**src/common/core_params.svh**
```systemverilog
`ifndef CORE_PARAMS_SVH
`define CORE_PARAMS_SVH

// Datapath and counter widths
`define CORE_XLEN      32
`define CORE_CNT_W     5
`define CORE_REG_W     5
`define CORE_IMM_W     12

`define CORE_RESET_PC  32'h0000_0000

`define CORE_OPC_OP    7'b0110011
`define CORE_OPC_OPIMM 7'b0010011

`define CORE_F3_ADD    3'b000
`define CORE_F3_XOR    3'b100
`define CORE_F3_OR     3'b110
`define CORE_F3_AND    3'b111

`endif

```
**src/common/core_pkg.sv**
```systemverilog
`include "core_params.svh"

package core_pkg;

   // Register-register layout
   typedef struct packed {
      logic [6:0]             funct7;
      logic [`CORE_REG_W-1:0] rs2;
      logic [`CORE_REG_W-1:0] rs1;
      logic [2:0]             funct3;
      logic [`CORE_REG_W-1:0] rd;
      logic [6:0]             opcode;
   } instr_r_t;

   // Register-immediate layout
   typedef struct packed {
      logic [`CORE_IMM_W-1:0] imm;
      logic [`CORE_REG_W-1:0] rs1;
      logic [2:0]             funct3;
      logic [`CORE_REG_W-1:0] rd;
      logic [6:0]             opcode;
   } instr_i_t;

   typedef union packed {
      instr_r_t r;
      instr_i_t i;
   } instr_u;

   typedef struct packed {
      logic       sub;
      logic [1:0] bool_op;
      logic       use_imm;
      logic       rd_sel_bool;
   } alu_ctrl_t;

   typedef struct packed {
      logic en;
      logic first;
      logic done;
   } cnt_t;

endpackage

```
**src/hw/control/core_state.sv**
```systemverilog
`timescale 1ns/1ps

module core_state import core_pkg::*; (
   input  logic i_clk,
   input  logic i_arst_n,
   input  logic i_ibus_ack,
   input  logic i_rf_ready,
   input  cnt_t i_cnt,
   output logic o_ibus_cyc,
   output logic o_rf_rreq,
   output logic o_cnt_start
);

   localparam logic [1:0] S_FETCH      = 2'd0;
   localparam logic [1:0] S_READ_REQ   = 2'd1;
   localparam logic [1:0] S_WAIT_READY = 2'd2;
   localparam logic [1:0] S_EXECUTE    = 2'd3;

   logic [1:0] state;
   logic       rf_pending;

   // Ready is honoured both in the request cycle and while waiting
   assign rf_pending  = (state == S_READ_REQ) | (state == S_WAIT_READY);
   assign o_cnt_start = rf_pending & i_rf_ready;
   assign o_ibus_cyc  = (state == S_FETCH);
   assign o_rf_rreq   = (state == S_READ_REQ);

   always_ff @(posedge i_clk or negedge i_arst_n) begin
      if (!i_arst_n) begin
         state <= S_FETCH;
      end else begin
         case (state)
            S_FETCH: begin
               if (i_ibus_ack)
                  state <= S_READ_REQ;
            end
            S_READ_REQ: begin
               state <= i_rf_ready ? S_EXECUTE : S_WAIT_READY;
            end
            S_WAIT_READY: begin
               if (i_rf_ready)
                  state <= S_EXECUTE;
            end
            default: begin
               // Back to fetch after the last bit
               if (i_cnt.done)
                  state <= S_FETCH;
            end
         endcase
      end
   end

endmodule

```
**src/hw/control/core_cnt.sv**
```systemverilog
`timescale 1ns/1ps
`include "core_params.svh"

module core_cnt import core_pkg::*; (
   input  logic i_clk,
   input  logic i_arst_n,
   input  logic i_start,
   output cnt_t o_cnt,
   output logic o_cnt2
);

   logic                   run;
   logic [`CORE_CNT_W-1:0] cnt;
   logic                   last;

   assign last = (cnt == {`CORE_CNT_W{1'b1}});

   always_ff @(posedge i_clk or negedge i_arst_n) begin
      if (!i_arst_n) begin
         run <= 1'b0;
         cnt <= '0;
      end else begin
         if (i_start)
            run <= 1'b1;
         else if (run & last)
            run <= 1'b0;
         // Wraps to zero after the last step
         if (run)
            cnt <= cnt + 1'b1;
      end
   end

   assign o_cnt.en    = run;
   assign o_cnt.first = run & (cnt == '0);
   assign o_cnt.done  = run & last;
   assign o_cnt2      = run & (cnt == `CORE_CNT_W'(2));

endmodule

```
**src/hw/control/core_decode.sv**
```systemverilog
`timescale 1ns/1ps
`include "core_params.svh"

module core_decode import core_pkg::*; (
   input  logic                   i_clk,
   input  logic                   i_arst_n,
   input  logic                   i_ibus_ack,
   input  instr_u                 i_ibus_rdt,
   input  cnt_t                   i_cnt,
   output alu_ctrl_t              o_alu_ctrl,
   output logic [`CORE_REG_W-1:0] o_rreg0,
   output logic [`CORE_REG_W-1:0] o_rreg1,
   output logic [`CORE_REG_W-1:0] o_wreg0,
   output logic                   o_wen0
);

   logic [`CORE_REG_W-1:0] rs1_q;
   logic [`CORE_REG_W-1:0] rs2_q;
   logic [`CORE_REG_W-1:0] rd_q;
   logic [2:0]             funct3_q;
   logic                   f7_sub_q;
   logic                   op_reg_q;
   logic                   op_imm_q;

   always_ff @(posedge i_clk or negedge i_arst_n) begin
      if (!i_arst_n) begin
         rs1_q    <= '0;
         rs2_q    <= '0;
         rd_q     <= '0;
         funct3_q <= `CORE_F3_ADD;
         f7_sub_q <= 1'b0;
         op_reg_q <= 1'b0;
         op_imm_q <= 1'b0;
      end else if (i_ibus_ack) begin
         rs1_q    <= i_ibus_rdt.r.rs1;
         rs2_q    <= i_ibus_rdt.r.rs2;
         rd_q     <= i_ibus_rdt.r.rd;
         funct3_q <= i_ibus_rdt.r.funct3;
         f7_sub_q <= i_ibus_rdt.r.funct7[5];
         op_reg_q <= (i_ibus_rdt.r.opcode == `CORE_OPC_OP);
         op_imm_q <= (i_ibus_rdt.i.opcode == `CORE_OPC_OPIMM);
      end
   end

   // bool_op is 00 for xor, 10 for or and 11 for and
   always_comb begin
      case (funct3_q)
         `CORE_F3_XOR: o_alu_ctrl.bool_op = 2'b00;
         `CORE_F3_OR:  o_alu_ctrl.bool_op = 2'b10;
         `CORE_F3_AND: o_alu_ctrl.bool_op = 2'b11;
         default:      o_alu_ctrl.bool_op = 2'b00;
      endcase
   end

   // funct7 only carries sub for register ops
   assign o_alu_ctrl.sub         = op_reg_q & f7_sub_q;
   assign o_alu_ctrl.use_imm     = op_imm_q;
   assign o_alu_ctrl.rd_sel_bool = (funct3_q != `CORE_F3_ADD);

   assign o_rreg0 = rs1_q;
   assign o_rreg1 = rs2_q;
   assign o_wreg0 = rd_q;
   assign o_wen0  = i_cnt.en & (|rd_q);

endmodule

```
**src/hw/datapath/core_immdec.sv**
```systemverilog
`timescale 1ns/1ps
`include "core_params.svh"

module core_immdec import core_pkg::*; (
   input  logic   i_clk,
   input  logic   i_arst_n,
   input  logic   i_ibus_ack,
   input  instr_u i_ibus_rdt,
   input  cnt_t   i_cnt,
   output logic   o_imm
);

   logic [`CORE_IMM_W-1:0] imm_sr;

   always_ff @(posedge i_clk or negedge i_arst_n) begin
      if (!i_arst_n) begin
         imm_sr <= '0;
      end else if (i_ibus_ack) begin
         imm_sr <= i_ibus_rdt.i.imm;
      end else if (i_cnt.en) begin
         // Sign bit stays put and fills the upper steps
         imm_sr <= {imm_sr[`CORE_IMM_W-1], imm_sr[`CORE_IMM_W-1:1]};
      end
   end

   assign o_imm = imm_sr[0];

endmodule

```
**src/hw/datapath/core_alu.sv**
```systemverilog
`timescale 1ns/1ps

module core_alu import core_pkg::*; (
   input  logic      i_clk,
   input  logic      i_arst_n,
   input  cnt_t      i_cnt,
   input  alu_ctrl_t i_ctrl,
   input  logic      i_rs1,
   input  logic      i_rs2,
   input  logic      i_imm,
   output logic      o_rd
);

   logic op_b;
   logic b_add;
   logic carry;
   logic carry_in;
   logic sum;
   logic bool_rd;

   assign op_b  = i_ctrl.use_imm ? i_imm : i_rs2;
   assign b_add = op_b ^ i_ctrl.sub;

   // Carry-in of one at step 0 completes the two's complement
   assign carry_in = i_cnt.first ? i_ctrl.sub : carry;
   assign sum      = i_rs1 ^ b_add ^ carry_in;

   always_ff @(posedge i_clk or negedge i_arst_n) begin
      if (!i_arst_n)
         carry <= 1'b0;
      else if (i_cnt.en)
         carry <= (i_rs1 & b_add) | (carry_in & (i_rs1 ^ b_add));
   end

   always_comb begin
      case (i_ctrl.bool_op)
         2'b10:   bool_rd = i_rs1 | op_b;
         2'b11:   bool_rd = i_rs1 & op_b;
         default: bool_rd = i_rs1 ^ op_b;
      endcase
   end

   assign o_rd = i_ctrl.rd_sel_bool ? bool_rd : sum;

endmodule

```
**src/hw/datapath/core_pc.sv**
```systemverilog
`timescale 1ns/1ps
`include "core_params.svh"

module core_pc import core_pkg::*; (
   input  logic                  i_clk,
   input  logic                  i_arst_n,
   input  cnt_t                  i_cnt,
   input  logic                  i_cnt2,
   output logic [`CORE_XLEN-1:0] o_ibus_adr
);

   logic [`CORE_XLEN-1:0] pc;
   logic                  carry;
   logic                  carry_in;
   logic                  sum;

   // Addend is the constant 4, so only bit 2 is set
   assign carry_in = carry & ~i_cnt.first;
   assign sum      = pc[0] ^ i_cnt2 ^ carry_in;

   always_ff @(posedge i_clk or negedge i_arst_n) begin
      if (!i_arst_n) begin
         pc    <= `CORE_RESET_PC;
         carry <= 1'b0;
      end else if (i_cnt.en) begin
         pc    <= {sum, pc[`CORE_XLEN-1:1]};
         carry <= (pc[0] & i_cnt2) | (carry_in & (pc[0] ^ i_cnt2));
      end
   end

   assign o_ibus_adr = pc;

endmodule

```
**src/hw/core_top.sv**
```systemverilog
`timescale 1ns/1ps

module core_top import core_pkg::*; (
   input  logic        clk,
   input  logic        i_arst_n,
   output logic [31:0] o_ibus_adr,
   output logic        o_ibus_cyc,
   input  logic [31:0] i_ibus_rdt,
   input  logic        i_ibus_ack,
   output logic        o_rf_rreq,
   input  logic        i_rf_ready,
   output logic [4:0]  o_rreg0,
   output logic [4:0]  o_rreg1,
   output logic [4:0]  o_wreg0,
   output logic        o_wen0,
   output logic        o_wdata0,
   input  logic        i_rdata0,
   input  logic        i_rdata1
);

   cnt_t      cnt;
   logic      cnt2;
   logic      cnt_start;
   alu_ctrl_t alu_ctrl;
   logic      imm;

   core_state u_state (
      .i_clk       (clk),
      .i_arst_n    (i_arst_n),
      .i_ibus_ack  (i_ibus_ack),
      .i_rf_ready  (i_rf_ready),
      .i_cnt       (cnt),
      .o_ibus_cyc  (o_ibus_cyc),
      .o_rf_rreq   (o_rf_rreq),
      .o_cnt_start (cnt_start)
   );

   core_cnt u_cnt (
      .i_clk    (clk),
      .i_arst_n (i_arst_n),
      .i_start  (cnt_start),
      .o_cnt    (cnt),
      .o_cnt2   (cnt2)
   );

   core_decode u_decode (
      .i_clk      (clk),
      .i_arst_n   (i_arst_n),
      .i_ibus_ack (i_ibus_ack),
      .i_ibus_rdt (i_ibus_rdt),
      .i_cnt      (cnt),
      .o_alu_ctrl (alu_ctrl),
      .o_rreg0    (o_rreg0),
      .o_rreg1    (o_rreg1),
      .o_wreg0    (o_wreg0),
      .o_wen0     (o_wen0)
   );

   core_immdec u_immdec (
      .i_clk      (clk),
      .i_arst_n   (i_arst_n),
      .i_ibus_ack (i_ibus_ack),
      .i_ibus_rdt (i_ibus_rdt),
      .i_cnt      (cnt),
      .o_imm      (imm)
   );

   // Result bit goes straight to the RF write lane
   core_alu u_alu (
      .i_clk    (clk),
      .i_arst_n (i_arst_n),
      .i_cnt    (cnt),
      .i_ctrl   (alu_ctrl),
      .i_rs1    (i_rdata0),
      .i_rs2    (i_rdata1),
      .i_imm    (imm),
      .o_rd     (o_wdata0)
   );

   core_pc u_pc (
      .i_clk      (clk),
      .i_arst_n   (i_arst_n),
      .i_cnt      (cnt),
      .i_cnt2     (cnt2),
      .o_ibus_adr (o_ibus_adr)
   );

endmodule

```
**config.mk**
```make
export PLATFORM = sky130hd
export DESIGN_NAME = core_top
export DESIGN_NICKNAME = d
export VERILOG_FILES = /design/src/common/core_pkg.sv /design/src/hw/control/core_state.sv /design/src/hw/control/core_cnt.sv /design/src/hw/control/core_decode.sv /design/src/hw/datapath/core_immdec.sv /design/src/hw/datapath/core_alu.sv /design/src/hw/datapath/core_pc.sv /design/src/hw/core_top.sv
export VERILOG_INCLUDE_DIRS = /design/src /design/src/common
export SDC_FILE = /design/constraint.sdc
export NUM_CORES = 1
export LEC_CHECK = 0
export ABC_CLOCK_PERIOD_IN_PS = 4620
export BUFFER_PORTS_ARGS = -buffer_cell sky130_fd_sc_hd__buf_2
export CAP_MARGIN = 20
export CORE_ASPECT_RATIO = 2
export CORE_MARGIN = 2
export CORE_UTILIZATION = 56
export DETAILED_ROUTE_END_ITERATION = 8
export PLACE_DENSITY = 0.87
export SLEW_MARGIN = 20
export SYNTH_ARGS = -nofsm -noshare
export SYNTH_HDL_FRONTEND = slang
export SYNTH_SLANG_ARGS = --single-unit
export TNS_END_PERCENT = 10
```
**constraint.sdc**
```tcl
create_clock -name clk -period 4.62 [get_ports clk]
set_input_delay 1.155 -clock clk [delete_from_list [all_inputs] [get_ports clk]]
set_output_delay 1.155 -clock clk [all_outputs]
set_load 0.05 [all_outputs]
```
==> results by group <==
Timing
  – Clock skew: around 0.0055 ns
  – Setup Viol. Count Final: 0
  – Rel. slew slack: about 40%
  – Final Max Tran Viols: 0
  – Worst-Margin Slew: between 0.8 and 0.9 ns
  – Setup_tns: 0 ns
  – FMAX: 258.5 MHz
  – Final period util: between 80% and 90%
  – Post-layout min period: between 3 and 4 ns
  – Final Hold Viols: 0
  – RSZ-0062 raised after global routing: false
  – Final worst slack: 0.7519 ns

Logic synthesis
  – Mapped Area: ~3300 µm²
  – Synth top area share: 57.63%
  – Register bit total from synthesis: 75
  – Yosys warns: 0
  – Largest area contributor in the synthesized netlist: dfrtp_1
  – Seq/Total Area, Yosys: 57.63%
  – Syn avg cell area: 13.03 µm²
  – EDFF count, synth: 0
  – Synth async-reset ratio: 100.0%
  – Post-Synthesis Cells: 250
  – Most used DFF post-synth: dfrtp_1
  – Syn Nets: 300
  – Post-synthesis cell type count: 30
  – Ranking of synthesized cells by area: dfrtp_1, mux2_2, mux2i_1

Clock network
  – Clock insertion delay at the later pin of the skew report: 0.33 ns
  – CTS Root Cell: clkbuf_16
  – Clock transition at path regs: around 0.05 ns
  – H-tree levels: 3
  – Post-CTS Hold Buffers: 0
  – Clock Tree Buf Depth: 2
  – CTS buffer count: 9
  – Postcts setup bufs: 0
  – CTS tree: built
  – Post-cts resize count: 0
  – CTS sink cnt: 75

Drt
  – Vias: 2135
  – Top sig layer: met4
  – Metal-1 WL: ~2200 µm
  – Metal2 WL: 3106 µm
  – Met3 wire length: between 200 and 250 µm
  – Starting DRC count in detailed routing: between 80 and 90
  – Routed wire length: about 5700 µm
  – DRC: 0
  – DR pass1 iterations: 4
  – Wirelength per Cell: between 10 and 15 µm
  – Post-DR vias/cell: ~5.3
  – Routed Antenna Nets: 0

Worst setup path
  – Critical Path Start Type: primary input
  – CP arrival: 2.71 ns
  – Worst-path fanout max: 3
  – Worst Path Required: between 3 and 4 ns
  – CP Capture Type: output port
  – Crit Path Category: primary input to output port

Layout
  – Layout net count: 389
  – Fillers: between 400 and 500
  – Fraction of layout cells with a size suffix above 1: 44.02%
  – Ant diodes: 0
  – Fin area: ~4000 µm²
  – Fin util: 70.65%
  – Layout area overhead: 22.78%

Die
  – Ports: between 80 and 90
  – Row cnt: 39
  – Core area: approximately 5700 µm²
  – Die Wd: around 58 µm
  – Initial Util: ~58%
  – Die height: approximately 110 µm
  – Area of the die: between 6000 and 7000 µm²

Place
  – Gpl congestion: between 0.7 and 0.8
  – Port Buffer Count: 88
  – Area after DPL: 3704 µm²
  – DP Wirelength: 3971 µm
  – Place WS: 0.7306 ns

Global routing
  – Global-route wire length before repair: between 9000 and 10000 µm
  – Largest net degree at the start of global routing: 76
  – GRT overflow: 0
  – Vias in the first global route: 2182
  – GRT Overall Usage: 19.51%
  – Initial antenna violation count: 0

Run status
  – Status: completed

Pwr
  – Leakage power: approximately 2.2 nW
  – PD cells: 590.7 nW/µm²
  – Maximum VDD drop: 0.5609 mV
  – Tot Pwr: between 2 and 2.5 mW

Job
  – Max Cap Viol: 0

Min path
  – Min-Delay Path Class: register to register
==> worst max-delay path, stage by stage <==
cell	delay, ns
buf_2	0.09
mux2i_1	0.29
xor2_1	0.15
fa_1	0.52
mux2i_1	0.07
mux2i_1	0.14
buf_2	0.28
==> cells in the final DEF (no fill, tap or decap), types with 2 or more instances in the layout <==
cell	instances
fa_1	2
buf_2	87
ha_1	10
nand2b_1	3
nor2_1	3
dfrtp_1	74
mux2_2	46
nand2_1	23
clkbuf_16	9
a21oi_1	2
clkbuf_8	2
xnor2_1	2
clkbuf_1	2
o22ai_1	2
o21ai_0	22
a31oi_1	2
mux2i_1	15
buf_4	2
xor2_1	2
inv_1	19
==> final timing paths <==
check	cells after the start	from	slack, ns	endpoint
min in group asynchronous	1	i_arst_n	0.97	u_decode.o_rreg1[2]
max reg2reg	6	u_cnt.cnt[0]	2.72	u_state.state[0]
max in group asynchronous	1	i_arst_n	3.02	u_cnt.run
min reg2reg	1	u_decode.o_rreg0[4]	0.50	u_decode.o_rreg0[4]
min	1	u_decode.o_rreg0[4]	0.50	u_decode.o_rreg0[4]
max	7	i_rdata1	0.75	o_wdata0
==> cells in the mapped netlist (2+ instances only) <==
cell      instances
dfrtp_1          75
mux2_2           46
nand2_1          23
o21ai_0          22
inv_1            19
mux2i_1          15
ha_1             10
buf_4             4
buf_6             3
nand2b_1          3
nor2_1            3
a21oi_1           2
a31oi_1           2
buf_2             2
clkbuf_1          2
fa_1              2
o22ai_1           2
xnor2_1           2
xor2_1            2
==> stage by stage <==
step / hold slack [ns] / instances
final: 0.5001 / 404
after floorplan: 0.4803 / 250
after CTS: 0.5066 / 404
after global placement: 0.4866 / 389
after detailed placement: 0.4950 / 389
after global routing: 0.5253 / 404
==> kinds of logic after synthesis <==
group | Yosys count | synth area share (%)
AOI/OAI and AO/OA | 32 | 5.571
xor gates and xnor gates | 4 | 1.076
adders and majority gates | 12 | 5.071
buffers and inverters | 30 | 4.687
DFF | 75 | 57.63
muxes | 61 | 20.51
and+or+nand+nor | 36 | 5.455
==> area by class of cell <==
class	count	area, µm²	share of cell area [%]
multi-input combinational	145	1227	30.69
clock inverter	2	35.03	0.8761
tap	61	76.32	1.909
timing repair buffer	89	450.4	11.26
inverter	19	71.32	1.783
clock buffer	13	260.3	6.508
sequential	75	1878	46.96
==> power by group <==
part	total [mW]	internal, mW	switching [mW]
registers	0.887	0.788	0.0991
clock network	0.683	0.443	0.239
logic	0.792	0.279	0.513
==> flip-flops by register name, summed over array words and instances, names as in the netlist <==
signal             cells
u_decode.o_wreg0       5
u_decode.op_reg_q      1
u_decode.f7_sub_q      1
u_decode.o_rreg1       5
u_immdec.imm_sr       12
u_cnt.cnt              5
u_state.state          2
u_cnt.run              1
u_decode.funct3_q      3
u_pc.o_ibus_adr       32
u_alu.carry            1
u_pc.carry             1
u_decode.o_rreg0       5
u_decode.op_imm_q      1
==> metal layers <==
layer	GRT usage [%]	vias to the layer above
li1	-	1029
met1	21.93	1040
met2	32.58	53
met3	3.949	13
met4	12.40	0
met5	0	-
Power figures use the tool's default switching activity.
